## src/source/vic_pkg.sv

```systemverilog
package vic_pkg;

   ////////////////////////////////////////////////////////////
   // Sizes
   ////////////////////////////////////////////////////////////

   localparam int NUM_IRQ         = 8;  // Request lines
   localparam int VEC_W           = 3;  // Bits per vector number
   localparam int ISR_SHIFT       = 4;  // Routine slots are 16 bytes apart
   localparam int QUEUE_DEPTH_DEF = 4;

   ////////////////////////////////////////////////////////////
   // Types
   ////////////////////////////////////////////////////////////

   typedef logic [VEC_W-1:0] vec_t;

   // Execute stage context, saved at entry and restored at return
   typedef struct packed
   {
      logic [31:0] pc;
      logic [3:0]  ccodes;
   } cpu_ctx_t;

   typedef enum logic [1:0]
   {
      ST_IDLE   = 2'd0,  // No routine running
      ST_ENTER  = 2'd1,  // Redirect out, waiting for fetch to take it
      ST_IN_ISR = 2'd2   // Routine body executing
   } vic_state_t;

endpackage

```

## src/source/irq_prio.sv

```systemverilog
`timescale 1ns/10ps

module irq_prio
(
   input  logic                        clk,
   input  logic                        rst,
   input  logic [vic_pkg::NUM_IRQ-1:0] i_irq,
   input  logic                        i_full,
   output logic                        o_push,
   output vic_pkg::vec_t               o_push_vec
);

   import vic_pkg::*;

   logic [NUM_IRQ-1:0] irq_s;    // Sampled lines
   logic [NUM_IRQ-1:0] irq_p;    // Previous sample
   logic [NUM_IRQ-1:0] rise;
   logic [NUM_IRQ-1:0] pending;
   logic [NUM_IRQ-1:0] clr_mask;
   vec_t               sel_vec;
   logic               push_now;

   assign rise = irq_s & ~irq_p;

   // Fixed priority, lowest index wins
   always_comb
   begin
      sel_vec = '0;
      for (int i = NUM_IRQ - 1; i >= 0; i--)
      begin
         if (pending[i])
         begin
            sel_vec = vec_t'(i);
         end
      end
   end

   // Skip a cycle after each push so the full flag has caught up
   assign push_now = (|pending) && !i_full && !o_push;
   assign clr_mask = push_now ? (NUM_IRQ'(1) << sel_vec) : '0;

   always_ff @(posedge clk)
   begin
      if (rst)
      begin
         irq_s   <= '0;
         irq_p   <= '0;
         pending <= '0;
         o_push  <= 1'b0;
      end
      else
      begin
         irq_s   <= i_irq;
         irq_p   <= irq_s;
         pending <= (pending & ~clr_mask) | rise;  // New edge wins over clear
         o_push  <= push_now;
      end
   end

   always_ff @(posedge clk)
   begin
      if (push_now)
      begin
         o_push_vec <= sel_vec;
      end
   end

endmodule

```

## src/source/irq_queue.sv

```systemverilog
`timescale 1ns/10ps

module irq_queue
#(
   parameter int DEPTH = vic_pkg::QUEUE_DEPTH_DEF
)
(
   input  logic          clk,
   input  logic          rst,
   input  logic          i_push,
   input  vic_pkg::vec_t i_push_vec,
   input  logic          i_pop,
   output vic_pkg::vec_t o_head,
   output logic          o_empty,
   output logic          o_full
);

   import vic_pkg::*;

   vec_t                   mem [DEPTH];
   logic [$clog2(DEPTH)-1:0] wr_ptr;
   logic [$clog2(DEPTH)-1:0] rd_ptr;
   logic [$clog2(DEPTH):0]   count;
   logic                     do_push;
   logic                     do_pop;

   assign o_empty = (count == '0);
   assign o_full  = (count == ($clog2(DEPTH) + 1)'(DEPTH));
   assign o_head  = mem[rd_ptr];

   assign do_push = i_push && !o_full;   // Dropped when full
   assign do_pop  = i_pop && !o_empty;

   always_ff @(posedge clk)
   begin
      if (rst)
      begin
         wr_ptr <= '0;
         rd_ptr <= '0;
         count  <= '0;
      end
      else
      begin
         if (do_push)
         begin
            wr_ptr <= wr_ptr + 1'b1;  // Wraps for power of two depth
         end
         if (do_pop)
         begin
            rd_ptr <= rd_ptr + 1'b1;
         end
         case ({do_push, do_pop})
            2'b10:   count <= count + 1'b1;
            2'b01:   count <= count - 1'b1;
            default: count <= count;
         endcase
      end
   end

   always_ff @(posedge clk)
   begin
      if (do_push)
      begin
         mem[wr_ptr] <= i_push_vec;
      end
   end

endmodule

```

## src/source/vic_ctrl.sv

```systemverilog
`timescale 1ns/10ps

module vic_ctrl
(
   input  logic              clk,
   input  logic              rst,
   input  vic_pkg::vec_t     i_head,
   input  logic              i_empty,
   output logic              o_pop,
   input  vic_pkg::cpu_ctx_t i_ctx,
   input  logic              i_not_flush,
   input  logic              i_stall,
   input  logic              i_reti,
   output logic              o_redirect,
   output logic [31:0]       o_iaddr,
   output logic              o_restore_cc,
   output logic [3:0]        o_restore_ccodes,
   output logic              o_in_isr
);

   import vic_pkg::*;

   vic_state_t state;
   cpu_ctx_t   saved_ctx;
   logic       take_new;  // Entry from idle
   logic       chain;     // Return straight into the next routine
   logic       ret;       // Return to the interrupted code

   // Routine address of a vector
   function automatic logic [31:0] isr_addr(input vec_t vec);
      return 32'(vec) << ISR_SHIFT;
   endfunction

   assign take_new = (state == ST_IDLE) && !i_empty && i_not_flush;
   assign chain    = (state == ST_IN_ISR) && i_reti && !i_empty;
   assign ret      = (state == ST_IN_ISR) && i_reti && i_empty;

   // Head is consumed on the same edge it is used
   assign o_pop = take_new || chain;

   ////////////////////////////////////////////////////////////
   // State and control outputs
   ////////////////////////////////////////////////////////////

   always_ff @(posedge clk)
   begin
      if (rst)
      begin
         state        <= ST_IDLE;
         o_redirect   <= 1'b0;
         o_restore_cc <= 1'b0;
         o_in_isr     <= 1'b0;
      end
      else
      begin
         o_restore_cc <= 1'b0;  // Pulse only
         case (state)
            ST_IDLE:
            begin
               if (take_new)  // Waits out any bubble in execute
               begin
                  o_redirect <= 1'b1;
                  o_in_isr   <= 1'b1;
                  state      <= ST_ENTER;
               end
            end
            ST_ENTER:
            begin
               if (!i_stall)  // Fetch has taken the redirect
               begin
                  o_redirect <= 1'b0;
                  state      <= o_in_isr ? ST_IN_ISR : ST_IDLE;
               end
            end
            ST_IN_ISR:
            begin
               if (chain)
               begin
                  o_redirect <= 1'b1;
                  state      <= ST_ENTER;
               end
               else if (ret)
               begin
                  o_redirect   <= 1'b1;
                  o_restore_cc <= 1'b1;
                  o_in_isr     <= 1'b0;
                  state        <= ST_ENTER;
               end
            end
            default:
            begin
               state <= ST_IDLE;
            end
         endcase
      end
   end

   ////////////////////////////////////////////////////////////
   // Context and redirect target
   ////////////////////////////////////////////////////////////

   always_ff @(posedge clk)
   begin
      if (take_new)
      begin
         saved_ctx <= i_ctx;  // Chained entries keep the first context
      end
      if (take_new || chain)
      begin
         o_iaddr <= isr_addr(i_head);
      end
      else if (ret)
      begin
         o_iaddr          <= saved_ctx.pc;
         o_restore_ccodes <= saved_ctx.ccodes;
      end
   end

endmodule

```

## src/source/vic.sv

```systemverilog
`timescale 1ns/10ps

module vic
(
   input  logic                        clk,
   input  logic                        rst,
   input  logic [vic_pkg::NUM_IRQ-1:0] i_irq,
   input  vic_pkg::cpu_ctx_t           i_ctx,
   input  logic                        i_not_flush,
   input  logic                        i_stall,
   input  logic                        i_reti,
   output logic                        o_redirect,
   output logic [31:0]                 o_iaddr,
   output logic                        o_restore_cc,
   output logic [3:0]                  o_restore_ccodes,
   output logic                        o_in_isr
);

   import vic_pkg::*;

   logic push;
   vec_t push_vec;
   logic full;
   logic empty;
   vec_t head;
   logic pop;

   ////////////////////////////////////////////////////////////
   // Capture, queue, CPU side control
   ////////////////////////////////////////////////////////////

   irq_prio prio_i
   (
      .clk        (clk),
      .rst        (rst),
      .i_irq      (i_irq),
      .i_full     (full),
      .o_push     (push),
      .o_push_vec (push_vec)
   );

   irq_queue #(.DEPTH(QUEUE_DEPTH_DEF)) queue_i
   (
      .clk        (clk),
      .rst        (rst),
      .i_push     (push),
      .i_push_vec (push_vec),
      .i_pop      (pop),
      .o_head     (head),
      .o_empty    (empty),
      .o_full     (full)
   );

   vic_ctrl ctrl_i
   (
      .clk              (clk),
      .rst              (rst),
      .i_head           (head),
      .i_empty          (empty),
      .o_pop            (pop),
      .i_ctx            (i_ctx),
      .i_not_flush      (i_not_flush),
      .i_stall          (i_stall),
      .i_reti           (i_reti),
      .o_redirect       (o_redirect),
      .o_iaddr          (o_iaddr),
      .o_restore_cc     (o_restore_cc),
      .o_restore_ccodes (o_restore_ccodes),
      .o_in_isr         (o_in_isr)
   );

endmodule

```

## config.mk

```make
export PLATFORM = sky130hd
export DESIGN_NAME = vic
export DESIGN_NICKNAME = d
export VERILOG_FILES = /design/src/source/vic_pkg.sv /design/src/source/irq_prio.sv /design/src/source/irq_queue.sv /design/src/source/vic_ctrl.sv /design/src/source/vic.sv
export SDC_FILE = /design/constraint.sdc
export NUM_CORES = 1
export LEC_CHECK = 0
export ABC_AREA = 0
export BUFFER_PORTS_ARGS = -buffer_cell sky130_fd_sc_hd__buf_2
export CAP_MARGIN = 15
export CELL_PAD_IN_SITES_DETAIL_PLACEMENT = 0
export CELL_PAD_IN_SITES_GLOBAL_PLACEMENT = 1
export CORE_MARGIN = 2
export CORE_UTILIZATION = 40
export CTS_CLUSTER_DIAMETER = 80
export DETAILED_ROUTE_END_ITERATION = 10
export PLACE_DENSITY_LB_ADDON = 0.1
export SLEW_MARGIN = 20
export SYNTH_ARGS = -nofsm -noshare
export SYNTH_HDL_FRONTEND = slang
export SYNTH_HIERARCHICAL = 1
export SYNTH_SLANG_ARGS = --single-unit
```

## constraint.sdc

```tcl
create_clock -name clk -period 2.8 [get_ports clk]
set_clock_uncertainty 0.1 [all_clocks]
set_input_delay 0.14 -clock clk [delete_from_list [all_inputs] [get_ports clk]]
set_output_delay 0.14 -clock clk [all_outputs]
set_load 0.005 [all_outputs]
```

---- Word-level counts from Yosys, hierarchy flattened ----
Memory sizes are Yosys's and may differ from the RTL's. A register that Yosys moved wholly into a read port is not among the register bits.
Cells that the tools add are included.
word-level totals
  memories kept ........................... 1
  latch bits .............................. 0
  register bits after elaboration ......... 112
  input bits .............................. 49
  memory bits (read-only) ................. 0
  word-level logic and storage cells ...... 96
  output and inout bits ................... 39
  bits in writable memories ............... 12
cells by class
  add/subtract/negate cells ............... 4
  shift operators ......................... 1
  multiplexer cells ....................... 31
  order comparisons ....................... 0
  reductions and logical operators ........ 25
  multiply operators ...................... 0
  bitwise operators ....................... 7
  eq/ne operators ......................... 10
  divide/modulo/power cells ............... 0
memory list
  memory       depth  width  read ports  clocked after Yosys merged registers in  wr ports  line             text
  queue_i.mem  4      3      1           1                                        1         irq_queue.sv:20  vec_t mem [DEPTH];
operators by type and width
  operator             count
  $mux 3               8
  $and 8x8->8          2
  $not 8->8            2
  $mux 2               7
  $mux 7               2
  $logic_and 1x1->1    9
  $mux 1               9
  $mux 8               1
  $or 8x8->8           1
  $reduce_and 4->1     2
  $reduce_or 8->1      1
  $shl 1x3->8 const A  1
  $pmux 2 s3           1
  $pmux 3 s2           1
  $reduce_bool 2->1    3
  $add 2x1->2 const B  2
  $eq 2x1->1 const B   2
  $eq 2x2->1 const B   2
  $ne 2x1->1 const B   2
  $ne 2x2->1 const B   2
  $add 3x1->3 const B  1
  $eq 3x3->1 const B   1
  $logic_not 1->1      3
  $logic_not 3->1      1
  other kinds (11)     12

---- Depth between registers and ports, before layout ----
  depth after elaboration ................. 13
  depth in mapped cells ................... 10
  gate-level depth less buffers ........... 10

---- Modules after synthesis ----
The synthesis kept the hierarchy.
modules (own cells, without submodules)
  module     area each (sq um)  times used  cells each  sequential area each (sq um)
  vic_ctrl   2491.1             1           136         1971.9
  irq_prio   958.4              1           88          590.6
  irq_queue  913.4              1           69          540.5

---- Worst setup path before layout ----
Ideal clock, no wire load.
  kind .................................... flip-flop to flip-flop
  start point ............................. reg queue_i.count[0]
  end point ............................... reg ctrl_i.o_iaddr[4] (enable)
  library setup time ...................... 292 ps
  cell stages (with the launch flop) ...... 6
  required time ........................... 2408 ps
  clock period less this slack ............ 2737 ps
  path slack .............................. 63 ps
  path buffers ............................ 1
  arrival ................................. 2345 ps
  path through ............................ dfxtp_1 > nor3_2 > nor4b_4 > a31oi_2 > buf_6 > inv_2
between the ends
  longest elaborated chain between the ends .. 6
  elaborated cells between the ends (all ways) .. 8
  those cells by class .................... reduce/logical: 8
ends and longest elaborated chain
  what                                line             text
  start, declared                     irq_queue.sv:23  logic [$clog2(DEPTH):0] count;
  start signal, assigned              irq_queue.sv:53  2'b10: count <= count + 1'b1;
  start signal, assigned              irq_queue.sv:54  2'b01: count <= count - 1'b1;
  start signal, assigned              irq_queue.sv:55  default: count <= count;
  $logic_not 3->1                     irq_queue.sv:27  assign o_empty = (count == '0);
  named net empty                     vic.sv:24        logic empty;
  $logic_not 1->1                     vic_ctrl.sv:34   assign take_new = (state == ST_IDLE) && !i_empty && i_not_flush;
  $logic_and 1x1->1 (2 in a row)      vic_ctrl.sv:34
  named net ctrl_i.take_new           vic_ctrl.sv:25   logic take_new;
  $logic_or 1x1->1                    vic_ctrl.sv:108  if (take_new || chain)
  $reduce_bool 2->1 (no source line)  n/a
  end signal, assigned                vic_ctrl.sv:110  o_iaddr <= isr_addr(i_head);
  end signal, assigned                vic_ctrl.sv:114  o_iaddr <= saved_ctx.pc;
  end, declared                       vic_ctrl.sv:15   output logic [31:0] o_iaddr,
The timed path passes the listed nets, and every way through them passes these cells.
A chain may end at the register's enable or synchronous reset.

---- Worst setup path after layout ----
  start point ............................. reg ctrl_i.state[1]
  end point ............................... reg queue_i.count[2]
between the ends
  longest elaborated chain between the ends .. 7
  elaborated cells between the ends (all ways) .. 12
  those cells by class .................... eq/ne: 3; mux: 1; reduce/logical: 8
ends and longest elaborated chain
  what                                                    line                            text
  start, declared                                         vic_ctrl.sv:23                  vic_state_t state;
  start signal, assigned                                  vic_ctrl.sv:72                  state <= o_in_isr ? ST_IN_ISR : ST_IDLE;
  $eq 2x2->1 / $logic_not 2->1 (equally long branches)    vic_ctrl.sv:35, vic_ctrl.sv:34
  $logic_and 1x1->1 (on tied branches) (2 in a row)       vic_ctrl.sv:35, vic_ctrl.sv:34
  $logic_or 1x1->1 (*)                                    vic_ctrl.sv:39                  assign o_pop = take_new || chain;
  named net pop                                           vic.sv:26                       logic pop;
  $logic_and 1x1->1 (*)                                   irq_queue.sv:32                 assign do_pop = i_pop && !o_empty;
  named net queue_i.do_pop                                irq_queue.sv:25                 logic do_pop;
  $eq 2x1->1 / $eq 2x2->1 (equally long branches)         irq_queue.sv:52                 case ({do_push, do_pop})
  $pmux 3 s2 / $reduce_bool 2->1 (equally long branches)  n/a
The timed path passes the listed nets; every way through them passes the cells marked *.

==> out/results.ini <==
[final_layout]
multi_input_area_sq_mm = 0.00113
register_area_sq_mm = 0.00310
diodes = 0
fillCellCount = 916
nNetsFinal = 495
area_delta_synth_final_pct = 36.6
drive_gt1_share_pct = 30.7
layout_common_cells = 87 x buf_2, 68 x dfxtp_1, 58 x edfxtp_1, 46 x dlygate4sd3_1, 32 x a22o_1
final_common_cell = buf_2

[timing]
tns_ps = 0
rsz0062_at_grt = false
fmax_mhz = 398
maxSlewViolCount = 0
setup_viol = 0
relSlewSlack_pct = 53.5
fin_crit_ps = 2510
tightest_slew_ps = 697
hold_viol_final = 0
post-route-period-util_pct = 89.7

[global_routing]
gr-total-overflow = 0
antenna_found_initial = 0
grt_max_degree = 41
grt_util_all_layers_pct = 15.3
grt_pass1_wl_mm = 13.3
first_global_vias = 2832

[clock_network]
clkTransAtPathRegs_ps = 60
cts_tree = done
insertion_delay_ps = 510
root_buffer = clkbuf_8
htree_levels = 4
cts_resized = 0
clock_sinks = 126
clockBufferDepth = 2
cts_buffers = 17

[min_path]
hold_path_class = input port to flop

[pwr]
p_leak_nw = 2.39
finalPower_mw = 4.72
peakVddDrop_v = 0.000425
p_per_area_mw_per_mm2 = 791

[yosys]
synth_area_sq_mm = 0.00436
syn_inst = 293
ys_ff_latch = 126
synthFlopType = dfxtp_1
yosysWarnings = 6
synth-edff-count = 58
synth.avg_cell_area_sq_um = 14.9
yosysSeqAreaShare_pct = 71.1
synthArstFlopShare_pct = 0
synth_nets = 348
ys_types = 45

[placement]
place_hpwl_mm = 5.06
gp_congestion = 0.681
portBuffers = 87

[run]
maxCapViolations = 0

[detailed_routing]
vias = 2745
drc = 0
avgViaCountPerCell = 4.63
dr.pass1.iters = 5
antenna_left = 0
drt_iter0_drc = 205
wl_per_cell_um = 14.0
wl_mm = 8.28

[worst_setup_path]
start_kind = flop
cp_data_required_time_ps = 3140
crit_fanout = 8
endpoint_kind = flop
arrival_ps = 2850
worst-setup-path-type = flop to flop

[floorplan]
die_h_um = 108
die_w_um = 108
ios = 88
initial_core_util_pct = 40.6
placementRows = 38
dieArea_sq_mm = 0.0118
core_sq_mm = 0.0107

[run_status]
status = complete, no violations

[critical path, stage by stage (launching register included)]
cell,delay [ps]
dfxtp_1,550
nand2_4,100
a211oi_2,280
o31ai_2,120
inv_1,80
ha_1,170
inv_1,60
fa_1,370
xor2_1,160
or3_1,300
a21oi_1,140
[sequential cells by signal (all words and copies together), names as in the netlist, named ones only]
signal	flops
queue_i/wr_ptr	2
prio_i/o_push_vec	3
prio_i/irq_s	8
prio_i/pending	8
ctrl_i/saved_ctx	36
ctrl_i/o_restore_ccodes	4
queue_i/mem	12
ctrl_i/state	2
ctrl_i/o_redirect	1
prio_i/irq_p	8
ctrl_i/o_iaddr	32
prio_i/o_push	1
queue_i/count	3
queue_i/rd_ptr	2
ctrl_i/o_in_isr	1
ctrl_i/o_restore_cc	1
[through the flow]
step | instance area, sq um | utilization, % | instances | hold slack (ps) | setup slack (ps)
finish | 5960 | 55.4 | 593 | 55.9 | 289
global route | 5960 | 55.4 | 593 | 80.6 | 140
CTS | 5960 | 55.4 | 593 | 35.2 | 276
detailed placement | 4930 | 45.9 | 515 | 219 | 289
global placement | 4930 | 45.9 | 515 | 217 | 355
floorplan | 4360 | - | 293 | 109 | 63.2
[final timing paths]
path / startpoint / to / slack (ps) / depth (start not counted)
max reg2reg: ctrl_i/state[1] / queue_i/count[2] / 290 / 10
min: i_not_flush / queue_i/rd_ptr[0] / 60 / 6
min reg2reg: ctrl_i/saved_ctx[1] / ctrl_i/o_restore_ccodes[1] / 320 / 0
max: ctrl_i/state[1] / queue_i/count[2] / 290 / 10
[kinds of logic after synthesis]
kind of cell             after synthesis  share of synthesized area (%)
flip-flops                           126                           71.1
AO/OA/AOI/OAI                         65                           11.4
multiplexers                           4                           1.78
adder cells (fa/ha/maj)                6                           1.89
buffers and inverters                 22                           3.15
AND/OR/NAND/NOR                       67                           10.1
XOR/XNOR                               3                          0.602
[cell type report]
cell class,instances,share of cell area (%)
Sequential cell,126,52.1
Multi-Input combinational cell,145,19.0
Timing Repair Buffer,139,15.8
Clock buffer,22,7.60
Tap cell,140,2.94
Clock inverter,10,1.91
Inverter,11,0.693
[cell usage after synthesis (3+ instances only)]
cell | n | area, sq um
dfxtp_1 | 68 | 1360
edfxtp_1 | 58 | 1740
a22o_1 | 32 | 280
nor2b_1 | 19 | 119
a21oi_1 | 14 | 70.1
nor2_1 | 14 | 52.6
inv_1 | 10 | 37.5
nand2b_1 | 10 | 62.6
o21ai_0 | 8 | 40.0
buf_6 | 7 | 78.8
ha_1 | 5 | 62.6
and2_1 | 4 | 25.0
mux4_2 | 3 | 67.6
or3_1 | 3 | 18.8
xor2_1 | 3 | 26.3
[routing by layer]
metal | part of all wire [%] | vias up | wire (um) | GRT usage [%]
met3 | 5.5 | 8 | 459 | 5.42
met2 | 48 | 71 | 3970 | 24.6
met1 | 45 | 1288 | 3740 | 18.0
li1 | - | 1378 | - | -
met4 | 1.4 | 0 | 119 | 7.97
met5 | 0 | - | 0 | 0
[repair_timing]
| item | in CTS | in global routing |
|---|---|---|
| hold buffers | 46 | 0 |
| setup buffers | 0 | 0 |
| hold endpoints to repair | 47 | 0 |
[power by group]
part           internal (mW)  switching, mW  leakage [nW]
combinational          0.203          0.232          1.04
clock                   1.31          0.766         0.267
sequential              2.12         0.0841          1.09
Note: power is estimated with default switching activity, not from simulation.
